[config.mk]
export PLATFORM = sky130hd
export DESIGN_NAME = fpNormArray
export DESIGN_NICKNAME = d
export VERILOG_FILES = /design/src/fpNormPkg.sv /design/src/fpNormWbRegs.sv /design/src/fpNormalize.sv /design/src/fpNormRoundPack.sv /design/src/fpNormArray.sv
export SDC_FILE = /design/constraint.sdc
export NUM_CORES = 2
export LEC_CHECK = 0
export BUFFER_PORTS_ARGS = -buffer_cell sky130_fd_sc_hd__buf_4
export CORE_MARGIN = 3
export CORE_UTILIZATION = 39
export DETAILED_ROUTE_END_ITERATION = 10
export HOLD_SLACK_MARGIN = 0.03
export SLEW_MARGIN = 10
export SYNTH_ARGS = -nofsm -noshare
export SYNTH_HDL_FRONTEND = slang
export SYNTH_SLANG_ARGS = --single-unit
[constraint.sdc]
create_clock -name clk -period 36.8 [get_ports clk]
set_input_delay 3.68 -clock clk [delete_from_list [all_inputs] [get_ports clk]]
set_output_delay 3.68 -clock clk [all_outputs]
set_load 0.01 [all_outputs]
[src/fpNormPkg.sv]
/*
 * formats, register map and state encoding shared by the normalization bank
 * the intermediate mantissa has three whole bits followed by 26 fraction bits
 * a flag group is {inexact, underflow, overflow} with inexact in the msb
 */
package fpNormPkg;

	// --------------------------------------------------
	// number formats
	// --------------------------------------------------
	localparam int LANES = 4;
	localparam int EXP_W = 8;
	localparam logic [EXP_W-1:0] EXP_MAX = {EXP_W{1'b1}};
	// three whole bits and 26 fraction bits
	localparam int XMAN_W = 29;
	// one whole bit, 23 fraction bits, then guard, round and sticky
	localparam int NMAN_W = 27;
	localparam int FRAC_W = 23;
	localparam int ADR_W = 7;

	// --------------------------------------------------
	// register map, byte offsets
	// --------------------------------------------------
	// lane operands sit at a stride of 8 bytes
	localparam logic [ADR_W-1:0] LANE_HEAD = 7'h00;
	localparam logic [ADR_W-1:0] LANE_MAN = 7'h04;
	// packed results sit at a stride of 4 bytes
	localparam logic [ADR_W-1:0] RES_BASE = 7'h40;
	localparam logic [ADR_W-1:0] FLAGS = 7'h50;
	localparam logic [ADR_W-1:0] CTRL = 7'h54;

	// an underflowed exponent is read as two's complement
	typedef logic [EXP_W-1:0] fpExp_t;
	typedef logic [XMAN_W-1:0] fpXMan_t;
	typedef logic [NMAN_W-1:0] fpNMan_t;
	typedef logic [31:0] fpWord_t;
	typedef logic [2:0] fpFlags_t;

	// acknowledge machine of the bus slave
	typedef enum logic {IDLE, ACK} wbState_e;

endpackage

[src/fpNormWbRegs.sv]
/*
 * Wishbone classic slave, single accesses only, no bursts and no wait states
 * every access takes two cycles and ack_o follows cyc_i and stb_i by one edge
 * a start written while a batch is in flight issues the next batch at once
 */
`timescale 1ns/1ns

module fpNormWbRegs (
	input  logic clk,
	input  logic arstN_i,
	input  logic cyc_i,
	input  logic stb_i,
	input  logic we_i,
	input  logic [fpNormPkg::ADR_W-1:0] adr_i,
	input  fpNormPkg::fpWord_t dat_i,
	output fpNormPkg::fpWord_t dat_o,
	output logic ack_o,
	output logic [fpNormPkg::LANES-1:0] laneValid_o,
	output logic [fpNormPkg::LANES-1:0] laneSign_o,
	output logic [fpNormPkg::LANES-1:0] laneUnder_o,
	output fpNormPkg::fpExp_t [fpNormPkg::LANES-1:0] laneExp_o,
	output fpNormPkg::fpXMan_t [fpNormPkg::LANES-1:0] laneMan_o,
	input  fpNormPkg::fpWord_t [fpNormPkg::LANES-1:0] resWord_i,
	input  fpNormPkg::fpFlags_t [fpNormPkg::LANES-1:0] resFlags_i,
	input  logic resDone_i
);

	fpNormPkg::wbState_e state;
	logic accept;
	logic wrEn;
	logic start;
	logic [fpNormPkg::LANES-1:0] headHit;
	logic [fpNormPkg::LANES-1:0] manHit;
	logic [fpNormPkg::LANES-1:0] resHit;
	logic flagsHit;
	logic ctrlHit;
	// number of batches issued whose results have not come back yet
	logic [1:0] inFlight;
	logic doneR;
	logic lastDone;
	logic busyBit;
	logic doneBit;
	fpNormPkg::fpWord_t rdData;

	// --------------------------------------------------
	// address decode
	// --------------------------------------------------
	always_comb begin
		headHit = '0;
		manHit = '0;
		resHit = '0;
		for (int l = 0; l < fpNormPkg::LANES; l++) begin
			// operand pairs are 8 bytes apart, results 4 bytes apart
			headHit[l] = adr_i == (fpNormPkg::LANE_HEAD + {l[3:0], 3'b000});
			manHit[l] = adr_i == (fpNormPkg::LANE_MAN + {l[3:0], 3'b000});
			resHit[l] = adr_i == (fpNormPkg::RES_BASE + {l[4:0], 2'b00});
		end
		flagsHit = adr_i == fpNormPkg::FLAGS;
		ctrlHit = adr_i == fpNormPkg::CTRL;
	end

	// a request is taken only while idle, so each access acks exactly once
	assign accept = (state == fpNormPkg::IDLE) && cyc_i && stb_i;
	assign wrEn = accept && we_i;
	assign start = wrEn && ctrlHit && dat_i[0];
	assign ack_o = state == fpNormPkg::ACK;

	// --------------------------------------------------
	// acknowledge machine and batch control
	// --------------------------------------------------
	always_ff @(posedge clk or negedge arstN_i) begin
		if (!arstN_i) begin
			state <= fpNormPkg::IDLE;
			laneValid_o <= '0;
			inFlight <= 2'd0;
			doneR <= 1'b0;
		end else begin
			case (state)
				fpNormPkg::IDLE: if (cyc_i && stb_i) state <= fpNormPkg::ACK;
				default: state <= fpNormPkg::IDLE;
			endcase
			// every lane gets the same one-cycle issue pulse
			laneValid_o <= {fpNormPkg::LANES{start}};
			case ({start, resDone_i})
				2'b10: inFlight <= inFlight + 2'd1;
				2'b01: inFlight <= inFlight - 2'd1;
				default: inFlight <= inFlight;
			endcase
			if (start) begin
				doneR <= 1'b0;
			end else if (lastDone) begin
				doneR <= 1'b1;
			end
		end
	end

	// operand registers, one head and one mantissa word per lane
	always_ff @(posedge clk) begin
		if (wrEn) begin
			for (int l = 0; l < fpNormPkg::LANES; l++) begin
				if (headHit[l]) begin
					laneSign_o[l] <= dat_i[31];
					laneUnder_o[l] <= dat_i[30];
					laneExp_o[l] <= dat_i[fpNormPkg::EXP_W-1:0];
				end
				if (manHit[l]) begin
					laneMan_o[l] <= dat_i[fpNormPkg::XMAN_W-1:0];
				end
			end
		end
	end

	// --------------------------------------------------
	// read multiplexer
	// --------------------------------------------------
	// the returning pulse of the last batch already shows as done, so done
	// is readable in the same cycle that the results land
	assign lastDone = resDone_i && (inFlight == 2'd1);
	assign busyBit = (inFlight != 2'd0) && !lastDone;
	assign doneBit = doneR || lastDone;

	always_comb begin
		rdData = '0;
		for (int l = 0; l < fpNormPkg::LANES; l++) begin
			if (headHit[l]) rdData = {laneSign_o[l], laneUnder_o[l], 22'd0, laneExp_o[l]};
			if (manHit[l]) rdData = {3'd0, laneMan_o[l]};
			if (resHit[l]) rdData = resWord_i[l];
			// flag groups sit 4 bits apart with bit 3 of each group unused
			if (flagsHit) rdData[4*l +: 3] = resFlags_i[l];
		end
		if (ctrlHit) rdData = {30'd0, doneBit, busyBit};
	end

	// read data is only driven during the acknowledge cycle
	assign dat_o = ack_o ? rdData : '0;

	// the slave must not answer a master that has already left the cycle
	assert property (@(posedge clk) disable iff (!arstN_i) !cyc_i |=> !ack_o);

endmodule

[src/fpNormalize.sv]
/*
 * two-cycle normalizer for one lane, one new item per clock
 * an underflowed exponent is two's complement and expected to stay at or
 * below zero after the whole-bit increment, otherwise no right shift occurs
 * overflow to infinity leaves a zero mantissa with inexact_o set
 */
`timescale 1ns/1ns

module fpNormalize (
	input  logic clk,
	input  logic arstN_i,
	input  logic valid_i,
	input  logic sign_i,
	input  logic under_i,
	input  fpNormPkg::fpExp_t exp_i,
	input  fpNormPkg::fpXMan_t man_i,
	output logic valid_o,
	output logic sign_o,
	output fpNormPkg::fpExp_t exp_o,
	output fpNormPkg::fpNMan_t man_o,
	output logic under_o,
	output logic inexact_o
);

	// stage 0, combinational from the inputs
	logic xInf0;
	logic incTwo0;
	logic incOne0;
	logic ovf0;
	logic [fpNormPkg::EXP_W:0] expSum0;
	fpNormPkg::fpExp_t exp0;
	fpNormPkg::fpNMan_t man0;
	logic inexact0;

	// stage 1 registers
	logic valid1;
	logic sign1;
	logic pass1;
	logic under1;
	fpNormPkg::fpExp_t exp1;
	fpNormPkg::fpNMan_t man1;
	logic inexact1;

	// stage 2, combinational shift logic
	fpNormPkg::fpExp_t lzc2;
	fpNormPkg::fpExp_t lShift2;
	fpNormPkg::fpExp_t rShift2;
	fpNormPkg::fpExp_t negExp2;
	fpNormPkg::fpExp_t expLeft2;
	fpNormPkg::fpNMan_t manLeft2;
	fpNormPkg::fpNMan_t manRight2;
	logic [2*fpNormPkg::NMAN_W-1:0] wide2;

	// --------------------------------------------------
	// whole-bit reduction
	// --------------------------------------------------
	always_comb begin
		// infinity and NaN keep their exponent and are never shifted
		xInf0 = (exp_i == fpNormPkg::EXP_MAX) && !under_i;
		incTwo0 = !xInf0 && man_i[28];
		incOne0 = !xInf0 && !man_i[28] && man_i[27];
		expSum0 = {1'b0, exp_i} + {{(fpNormPkg::EXP_W-1){1'b0}}, incTwo0, incOne0};
		// only a finite value that was not underflowed can run into infinity
		ovf0 = !under_i && !xInf0 && (expSum0 >= {1'b0, fpNormPkg::EXP_MAX});
		if (incTwo0) begin
			// shift right by two, the two lowest bits fold into sticky
			man0 = {man_i[28:3], |man_i[2:0]};
			inexact0 = |man_i[1:0];
		end else if (incOne0) begin
			man0 = {man_i[27:2], |man_i[1:0]};
			inexact0 = man_i[0];
		end else begin
			// the single whole bit already sits at bit 26
			man0 = man_i[fpNormPkg::NMAN_W-1:0];
			inexact0 = 1'b0;
		end
		exp0 = expSum0[fpNormPkg::EXP_W-1:0];
		if (ovf0) begin
			exp0 = fpNormPkg::EXP_MAX;
			man0 = '0;
			inexact0 = 1'b1;
		end
	end

	// --------------------------------------------------
	// stage 1 registers
	// --------------------------------------------------
	always_ff @(posedge clk or negedge arstN_i) begin
		if (!arstN_i) begin
			valid1 <= 1'b0;
			valid_o <= 1'b0;
		end else begin
			valid1 <= valid_i;
			valid_o <= valid1;
		end
	end

	always_ff @(posedge clk) begin
		sign1 <= sign_i;
		pass1 <= xInf0 || ovf0;
		under1 <= under_i;
		exp1 <= exp0;
		man1 <= man0;
		inexact1 <= inexact0;
	end

	// --------------------------------------------------
	// leading zeros and shift amounts
	// --------------------------------------------------
	always_comb begin : countZeros
		logic found;
		found = 1'b0;
		lzc2 = '0;
		for (int i = fpNormPkg::NMAN_W - 1; i >= 0; i--) begin
			if (!found) begin
				if (man1[i]) begin
					found = 1'b1;
				end else begin
					lzc2 = lzc2 + 8'd1;
				end
			end
		end
	end

	// left shift may not take the exponent below zero, the rest is a denormal
	assign lShift2 = (lzc2 > exp1) ? exp1 : lzc2;
	assign manLeft2 = man1 << lShift2;
	// a zero mantissa has nothing to normalize and becomes a true zero
	assign expLeft2 = (man1 == '0) ? '0 : exp1 - lShift2;

	// the underflowed exponent is negative, its negation is the right shift
	assign negExp2 = -exp1;
	always_comb begin
		if (!exp1[fpNormPkg::EXP_W-1]) begin
			rShift2 = '0;
		end else if (negExp2 > fpNormPkg::fpExp_t'(fpNormPkg::NMAN_W)) begin
			// beyond the full width every bit ends up in sticky
			rShift2 = fpNormPkg::fpExp_t'(fpNormPkg::NMAN_W);
		end else begin
			rShift2 = negExp2;
		end
	end

	// the lower half of the wide shift holds the bits that fall off
	assign wide2 = {man1, {fpNormPkg::NMAN_W{1'b0}}} >> rShift2;
	assign manRight2 = wide2[2*fpNormPkg::NMAN_W-1:fpNormPkg::NMAN_W]
		| {{(fpNormPkg::NMAN_W-1){1'b0}}, |wide2[fpNormPkg::NMAN_W-1:0]};

	// --------------------------------------------------
	// stage 2 registers, select the shifted result
	// --------------------------------------------------
	always_ff @(posedge clk) begin
		sign_o <= sign1;
		inexact_o <= inexact1;
		under_o <= under1;
		if (pass1) begin
			exp_o <= exp1;
			man_o <= man1;
		end else if (under1) begin
			exp_o <= '0;
			man_o <= manRight2;
		end else begin
			exp_o <= expLeft2;
			man_o <= manLeft2;
		end
	end

	// a finite nonzero exponent leaves the pipe with its hidden bit in place
	assert property (@(posedge clk) disable iff (!arstN_i)
		valid_o && (exp_o != '0) && (exp_o != fpNormPkg::EXP_MAX) |-> man_o[fpNormPkg::NMAN_W-1]);

endmodule

[src/fpNormRoundPack.sv]
/*
 * rounds every lane to nearest even and packs IEEE single precision words
 * an input at the all-ones exponent is passed on, with overflow raised only
 * when the normalizer marked it inexact
 */
`timescale 1ns/1ns

module fpNormRoundPack (
	input  logic clk,
	input  logic arstN_i,
	input  logic [fpNormPkg::LANES-1:0] valid_i,
	input  logic [fpNormPkg::LANES-1:0] sign_i,
	input  fpNormPkg::fpExp_t [fpNormPkg::LANES-1:0] exp_i,
	input  fpNormPkg::fpNMan_t [fpNormPkg::LANES-1:0] man_i,
	input  logic [fpNormPkg::LANES-1:0] under_i,
	input  logic [fpNormPkg::LANES-1:0] inexact_i,
	output fpNormPkg::fpWord_t [fpNormPkg::LANES-1:0] resWord_o,
	output fpNormPkg::fpFlags_t [fpNormPkg::LANES-1:0] resFlags_o,
	output logic resDone_o
);

	fpNormPkg::fpWord_t [fpNormPkg::LANES-1:0] wordN;
	fpNormPkg::fpFlags_t [fpNormPkg::LANES-1:0] flagsN;

	// --------------------------------------------------
	// round to nearest even and pack
	// --------------------------------------------------
	always_comb begin : roundLanes
		logic lsb;
		logic guard;
		logic rnd;
		logic sticky;
		logic roundUp;
		logic carry;
		logic inexact;
		logic [fpNormPkg::FRAC_W+1:0] sum;
		logic [fpNormPkg::EXP_W:0] expSum;
		logic [fpNormPkg::FRAC_W-1:0] frac;
		for (int l = 0; l < fpNormPkg::LANES; l++) begin
			lsb = man_i[l][3];
			guard = man_i[l][2];
			rnd = man_i[l][1];
			sticky = man_i[l][0];
			// ties go to the even neighbour
			roundUp = guard && (rnd || sticky || lsb);
			sum = {1'b0, man_i[l][fpNormPkg::NMAN_W-1:3]}
				+ {{(fpNormPkg::FRAC_W+1){1'b0}}, roundUp};
			// a denormal that rounds up into the hidden bit becomes the
			// smallest normal, which is also a step of the exponent
			carry = sum[fpNormPkg::FRAC_W+1]
				|| ((exp_i[l] == '0) && !man_i[l][fpNormPkg::NMAN_W-1] && sum[fpNormPkg::FRAC_W]);
			// a carry out of the mantissa leaves every fraction bit at zero
			frac = sum[fpNormPkg::FRAC_W-1:0];
			expSum = {1'b0, exp_i[l]} + {{fpNormPkg::EXP_W{1'b0}}, carry};
			inexact = inexact_i[l] || guard || rnd || sticky;
			if (exp_i[l] == fpNormPkg::EXP_MAX) begin
				// NaN payload bits survive, inexact here means a prior overflow
				wordN[l] = {sign_i[l], fpNormPkg::EXP_MAX, man_i[l][fpNormPkg::NMAN_W-2:3]};
				flagsN[l] = {inexact_i[l], 1'b0, inexact_i[l]};
			end else if (expSum >= {1'b0, fpNormPkg::EXP_MAX}) begin
				// the round carry pushed the value out of range
				wordN[l] = {sign_i[l], fpNormPkg::EXP_MAX, {fpNormPkg::FRAC_W{1'b0}}};
				flagsN[l] = 3'b101;
			end else begin
				wordN[l] = {sign_i[l], expSum[fpNormPkg::EXP_W-1:0], frac};
				flagsN[l] = {inexact, under_i[l] && inexact, 1'b0};
			end
		end
	end

	// --------------------------------------------------
	// result registers
	// --------------------------------------------------
	always_ff @(posedge clk or negedge arstN_i) begin
		if (!arstN_i) begin
			resWord_o <= '0;
			resFlags_o <= '0;
			resDone_o <= 1'b0;
		end else begin
			for (int l = 0; l < fpNormPkg::LANES; l++) begin
				if (valid_i[l]) begin
					resWord_o[l] <= wordN[l];
					resFlags_o[l] <= flagsN[l];
				end
			end
			// lanes travel in lockstep, so one pulse covers the whole batch
			resDone_o <= &valid_i;
		end
	end

	// every lane is issued on the same edge and has the same latency
	assert property (@(posedge clk) disable iff (!arstN_i)
		(valid_i == '0) || (&valid_i));

endmodule

[src/fpNormArray.sv]
/*
 * four-lane normalization bank behind a Wishbone classic slave
 * results of a batch are readable three clocks after the start is acknowledged
 */
`timescale 1ns/1ns

module fpNormArray (
	input  logic clk,
	input  logic arstN_i,
	input  logic cyc_i,
	input  logic stb_i,
	input  logic we_i,
	input  logic [fpNormPkg::ADR_W-1:0] adr_i,
	input  fpNormPkg::fpWord_t dat_i,
	output fpNormPkg::fpWord_t dat_o,
	output logic ack_o
);

	// --------------------------------------------------
	// issue side, operand registers to the lanes
	// --------------------------------------------------
	logic [fpNormPkg::LANES-1:0] laneValid;
	logic [fpNormPkg::LANES-1:0] laneSign;
	logic [fpNormPkg::LANES-1:0] laneUnder;
	fpNormPkg::fpExp_t [fpNormPkg::LANES-1:0] laneExp;
	fpNormPkg::fpXMan_t [fpNormPkg::LANES-1:0] laneMan;

	// normalized lanes into the rounding block
	logic [fpNormPkg::LANES-1:0] nValid;
	logic [fpNormPkg::LANES-1:0] nSign;
	fpNormPkg::fpExp_t [fpNormPkg::LANES-1:0] nExp;
	fpNormPkg::fpNMan_t [fpNormPkg::LANES-1:0] nMan;
	logic [fpNormPkg::LANES-1:0] nUnder;
	logic [fpNormPkg::LANES-1:0] nInexact;

	// packed results back to the slave
	fpNormPkg::fpWord_t [fpNormPkg::LANES-1:0] resWord;
	fpNormPkg::fpFlags_t [fpNormPkg::LANES-1:0] resFlags;
	logic resDone;

	fpNormWbRegs uRegs (
		.clk(clk),
		.arstN_i(arstN_i),
		.cyc_i(cyc_i),
		.stb_i(stb_i),
		.we_i(we_i),
		.adr_i(adr_i),
		.dat_i(dat_i),
		.dat_o(dat_o),
		.ack_o(ack_o),
		.laneValid_o(laneValid),
		.laneSign_o(laneSign),
		.laneUnder_o(laneUnder),
		.laneExp_o(laneExp),
		.laneMan_o(laneMan),
		.resWord_i(resWord),
		.resFlags_i(resFlags),
		.resDone_i(resDone)
	);

	// one normalizer per lane, all running in lockstep
	genvar g;
	generate
		for (g = 0; g < fpNormPkg::LANES; g++) begin : gLane
			fpNormalize uNorm (
				.clk(clk),
				.arstN_i(arstN_i),
				.valid_i(laneValid[g]),
				.sign_i(laneSign[g]),
				.under_i(laneUnder[g]),
				.exp_i(laneExp[g]),
				.man_i(laneMan[g]),
				.valid_o(nValid[g]),
				.sign_o(nSign[g]),
				.exp_o(nExp[g]),
				.man_o(nMan[g]),
				.under_o(nUnder[g]),
				.inexact_o(nInexact[g])
			);
		end
	endgenerate

	fpNormRoundPack uRound (
		.clk(clk),
		.arstN_i(arstN_i),
		.valid_i(nValid),
		.sign_i(nSign),
		.exp_i(nExp),
		.man_i(nMan),
		.under_i(nUnder),
		.inexact_i(nInexact),
		.resWord_o(resWord),
		.resFlags_o(resFlags),
		.resDone_o(resDone)
	);

endmodule

==> results.yml <==
clock_network:
  cts_sinks: 612
  postCtsSetupBuffers: 0
  cts_inserted_buffers: 60
  clkLatencyLatePin_ns: 0.66
  htree_levels: 2
  clockBufferDepth: 3
  cts_tree: "built"
  cts-hold-fix-buffers: 0
  cts_root_buf: "clkbuf_16"
  cts_resized: 0
  clk_pin_slew_ns: 0.07
yosys:
  synthArstFlopShare: 0.2418
  synth.ff_latch_count: 612
  syn_area_sq_um: 54040
  synth_area_leaders: "dfxtp_1 11%, edfxtp_1 8.7%, mux2i_1 8.1%"
  avgSynthCellArea_sq_um: 7.752
  synth_largest_area_cell: "dfxtp_1"
  synth_edf_count: 156
  yosys_warnings: 0
  synth_commonest_cells: "782 x nand2_1, 756 x nor2_1, 615 x a21oi_1, 435 x mux2i_1, 358 x clkbuf_1"
  yosysMostFrequentCell: "nand2_1"
  ys_seq_area_frac: 0.2693
  synth_top_area_share: 0.1141
  synth_cell_types: 122
  syn_inst: 6971
  ys.flop_type: "dfxtp_1"
  syn-num-nets: 7194
drt:
  drc: 0
  firstDrtPassIters: 6
  first_iter_violations: 5287
  wl_per_cell_um: 22.34
  drt-total-wl_mm: 192.6
  via_count: 52260
  vias_per_cell: 6.063
  antenna_left: 0
sta:
  max_slew.worst_pin.slew_ns: 1.458
  setup_viol: 0
  hold_viol: 0
  rsz0062_at_grt: "false"
  fin_skew_ns: 0.01818
  min_period_over_period: 0.5827
  finalCriticalPeriod_ns: 21.44
  slew_headroom: 0.02788
  maxSlewViolCount: 0
  totalNegativeSetupSlack_ns: 0
  fmax_ghz: 0.04663
  fin_ws_ns: 15.36
  hold_ws_ns: 0.3258
min_path:
  hold_path_end: "gLane[0].uNorm.inexact_o"
  hold_path.startpoint: "gLane[0].uNorm.inexact1"
  holdPathStages: 0
  hold_class: "flip-flop to flip-flop"
power_and_ir_drop:
  total_power_mw: 1.374
  p_per_area_nw_per_um2: 23.60
  p_leak_nw: 23.36
  vdd_drop_max_uv: 30.02
worst_setup_path:
  crit_fanout: 37
  crit_top_cell: "ha_1"
  max_stage_delay_ns: 0.68
  worstPathRequired_ns: 37.30
  r2r-end: "gLane[0].uNorm.exp_o[6]"
  rrSetupSlack_ns: 15.36
  crit_path_start_kind: "flip-flop"
  ff2ff_path_depth: 108
  cp_data_arrival_time_ns: 21.94
  endpoint_kind: "flip-flop"
  critPathSlowestCell: "dfxtp_1"
  timing.rr.start: "gLane[0].uNorm.man1[25]"
  critPathKind: "flip-flop to flip-flop"
placement:
  post-place-ws_ns: 15.53
  place_congestion: 0.9970
  port_buffers: 75
  post-dp-hpwl_mm: 149.6
run:
  drv_cap: 0
floorplan:
  die_h_um: 378.2
  fp.dieW_um: 378.2
  dieArea_sq_um: 143100
  start_util: 0.3960
  coreArea_sq_um: 136500
  io_pins: 77
  rows: 135
cells_and_area:
  num-fill-cells: 13870
  nets: 7008
  synthToLayoutAreaGrowth_pct: 7.754
  drive_gt1_frac: 0.07314
grt:
  track_usage: 0.2593
  grt_pass1_wl_mm: 291.6
  grt_max_degree: 81
  gr-total-overflow: 0
  grt_antenna_before_repair: 10
  grt_pass1_vias: 47930
status:
  status: "completed"
==> cell families (layout without fill, tap and decap cells) <==
family                     after synthesis  after routing  share of synthesized area
and+or+nand+nor                       2589           2589                     0.2281
buffers and inverters                  740            605                    0.05256
muxes                                  504            504                    0.09558
other                                    0              3                          0
adders and majority gates              187            187                    0.04348
xor gates and xnor gates               449            449                    0.08416
AOI/OAI and AO/OA                     1890           1890                     0.2268
DFF                                    612            612                     0.2693
==> metrics by stage <==
stage          cells  instance area (sq um)    util
2_1_floorplan   6971                  54040       -
3_3_place_gp    8503                  56120  0.4112
3_5_place_dp    8503                  56120  0.4112
4_1_cts         8616                  58220  0.4265
5_1_grt         8617                  58220  0.4266
6_report        8620                  58230  0.4267
==> worst max-delay path by stage <==
stage	from	endpoint	slack, ns	cells past startpoint
6_report	gLane[0].uNorm.man1[25]	gLane[0].uNorm.exp_o[6]	15.36	108
5_1_grt	gLane[1].uNorm.man1[25]	gLane[1].uNorm.exp_o[7]	13.28	112
4_1_cts	gLane[0].uNorm.man1[25]	gLane[0].uNorm.exp_o[6]	15.43	108
3_5_place_dp	gLane[0].uNorm.man1[25]	gLane[0].uNorm.exp_o[6]	15.53	108
3_3_place_gp	gLane[0].uNorm.man1[25]	gLane[0].uNorm.exp_o[6]	15.84	108
2_1_floorplan	gLane[1].uNorm.man1[25]	gLane[1].uNorm.exp_o[7]	17.80	112
==> registers in the layout, indices dropped and copies added (netlist names), 12 cells and up <==
register           cells
gLane.uNorm.exp_o     32
uRound.resWord_o     128
uRegs.laneExp_o       32
gLane.uNorm.man_o    108
uRegs.laneMan_o      116
uRound.resFlags_o     12
gLane.uNorm.exp1      32
gLane.uNorm.man1     108
==> layout make-up <==
cell class / instances / area (sq um) / area share
Multi-Input combinational cell: 5619 / 36860 / 0.6331
Sequential cell: 612 / 14560 / 0.2500
Tap cell: 1781 / 2228 / 0.03827
Clock buffer: 86 / 1848 / 0.03174
Timing Repair Buffer: 167 / 1257 / 0.02159
Inverter: 325 / 1220 / 0.02095
Clock inverter: 27 / 245.2 / 0.004211
Antenna cell: 3 / 7.507 / 0.0001289
==> per-layer routing <==
layer | part of all wire | track usage | up-vias
li1 | - | - | 25080
met1 | 0.46 | 0.3735 | 24990
met2 | 0.43 | 0.3922 | 1972
met3 | 0.098 | 0.06700 | 209
met4 | 0.017 | 0.04514 | 10
met5 | 0.00089 | 0 | -
==> cells in the final DEF, fill, tap and decap left out, types with 71 or more instances in the layout <==
cell type	n
dfxtp_1	306
nand2b_1	80
a31oi_1	81
a211oi_1	96
dfrtp_1	147
xor2_1	167
ha_1	175
mux2i_1	432
nand3_1	180
nor3_1	180
buf_4	165
o21ai_0	306
nor4_1	71
edfxtp_1	156
nor2_1	740
a22oi_1	79
o22ai_1	133
nand2_1	782
a311oi_1	81
a21oi_1	610
nand4_1	88
xnor2_1	230
nor2b_1	85
inv_1	315
and3_1	82
==> where the power goes <==
part	internal, mW	switching (mW)
registers	0.694	0.00278
clock network	0.366	0.283
logic	0.00755	0.0207
total	1.07	0.306
==> critical path, delay by kind of cell (launching register included) <==
kind                       cells  cell delay (ns)
DFF                            1             0.68
xor gates and xnor gates       2             0.44
muxes                          9             1.57
adders and majority gates     27             7.94
buffers and inverters          7             1.09
and+or+nand+nor               29             3.18
AOI/OAI and AO/OA             34             6.34
Power figures use the tool's default switching activity.
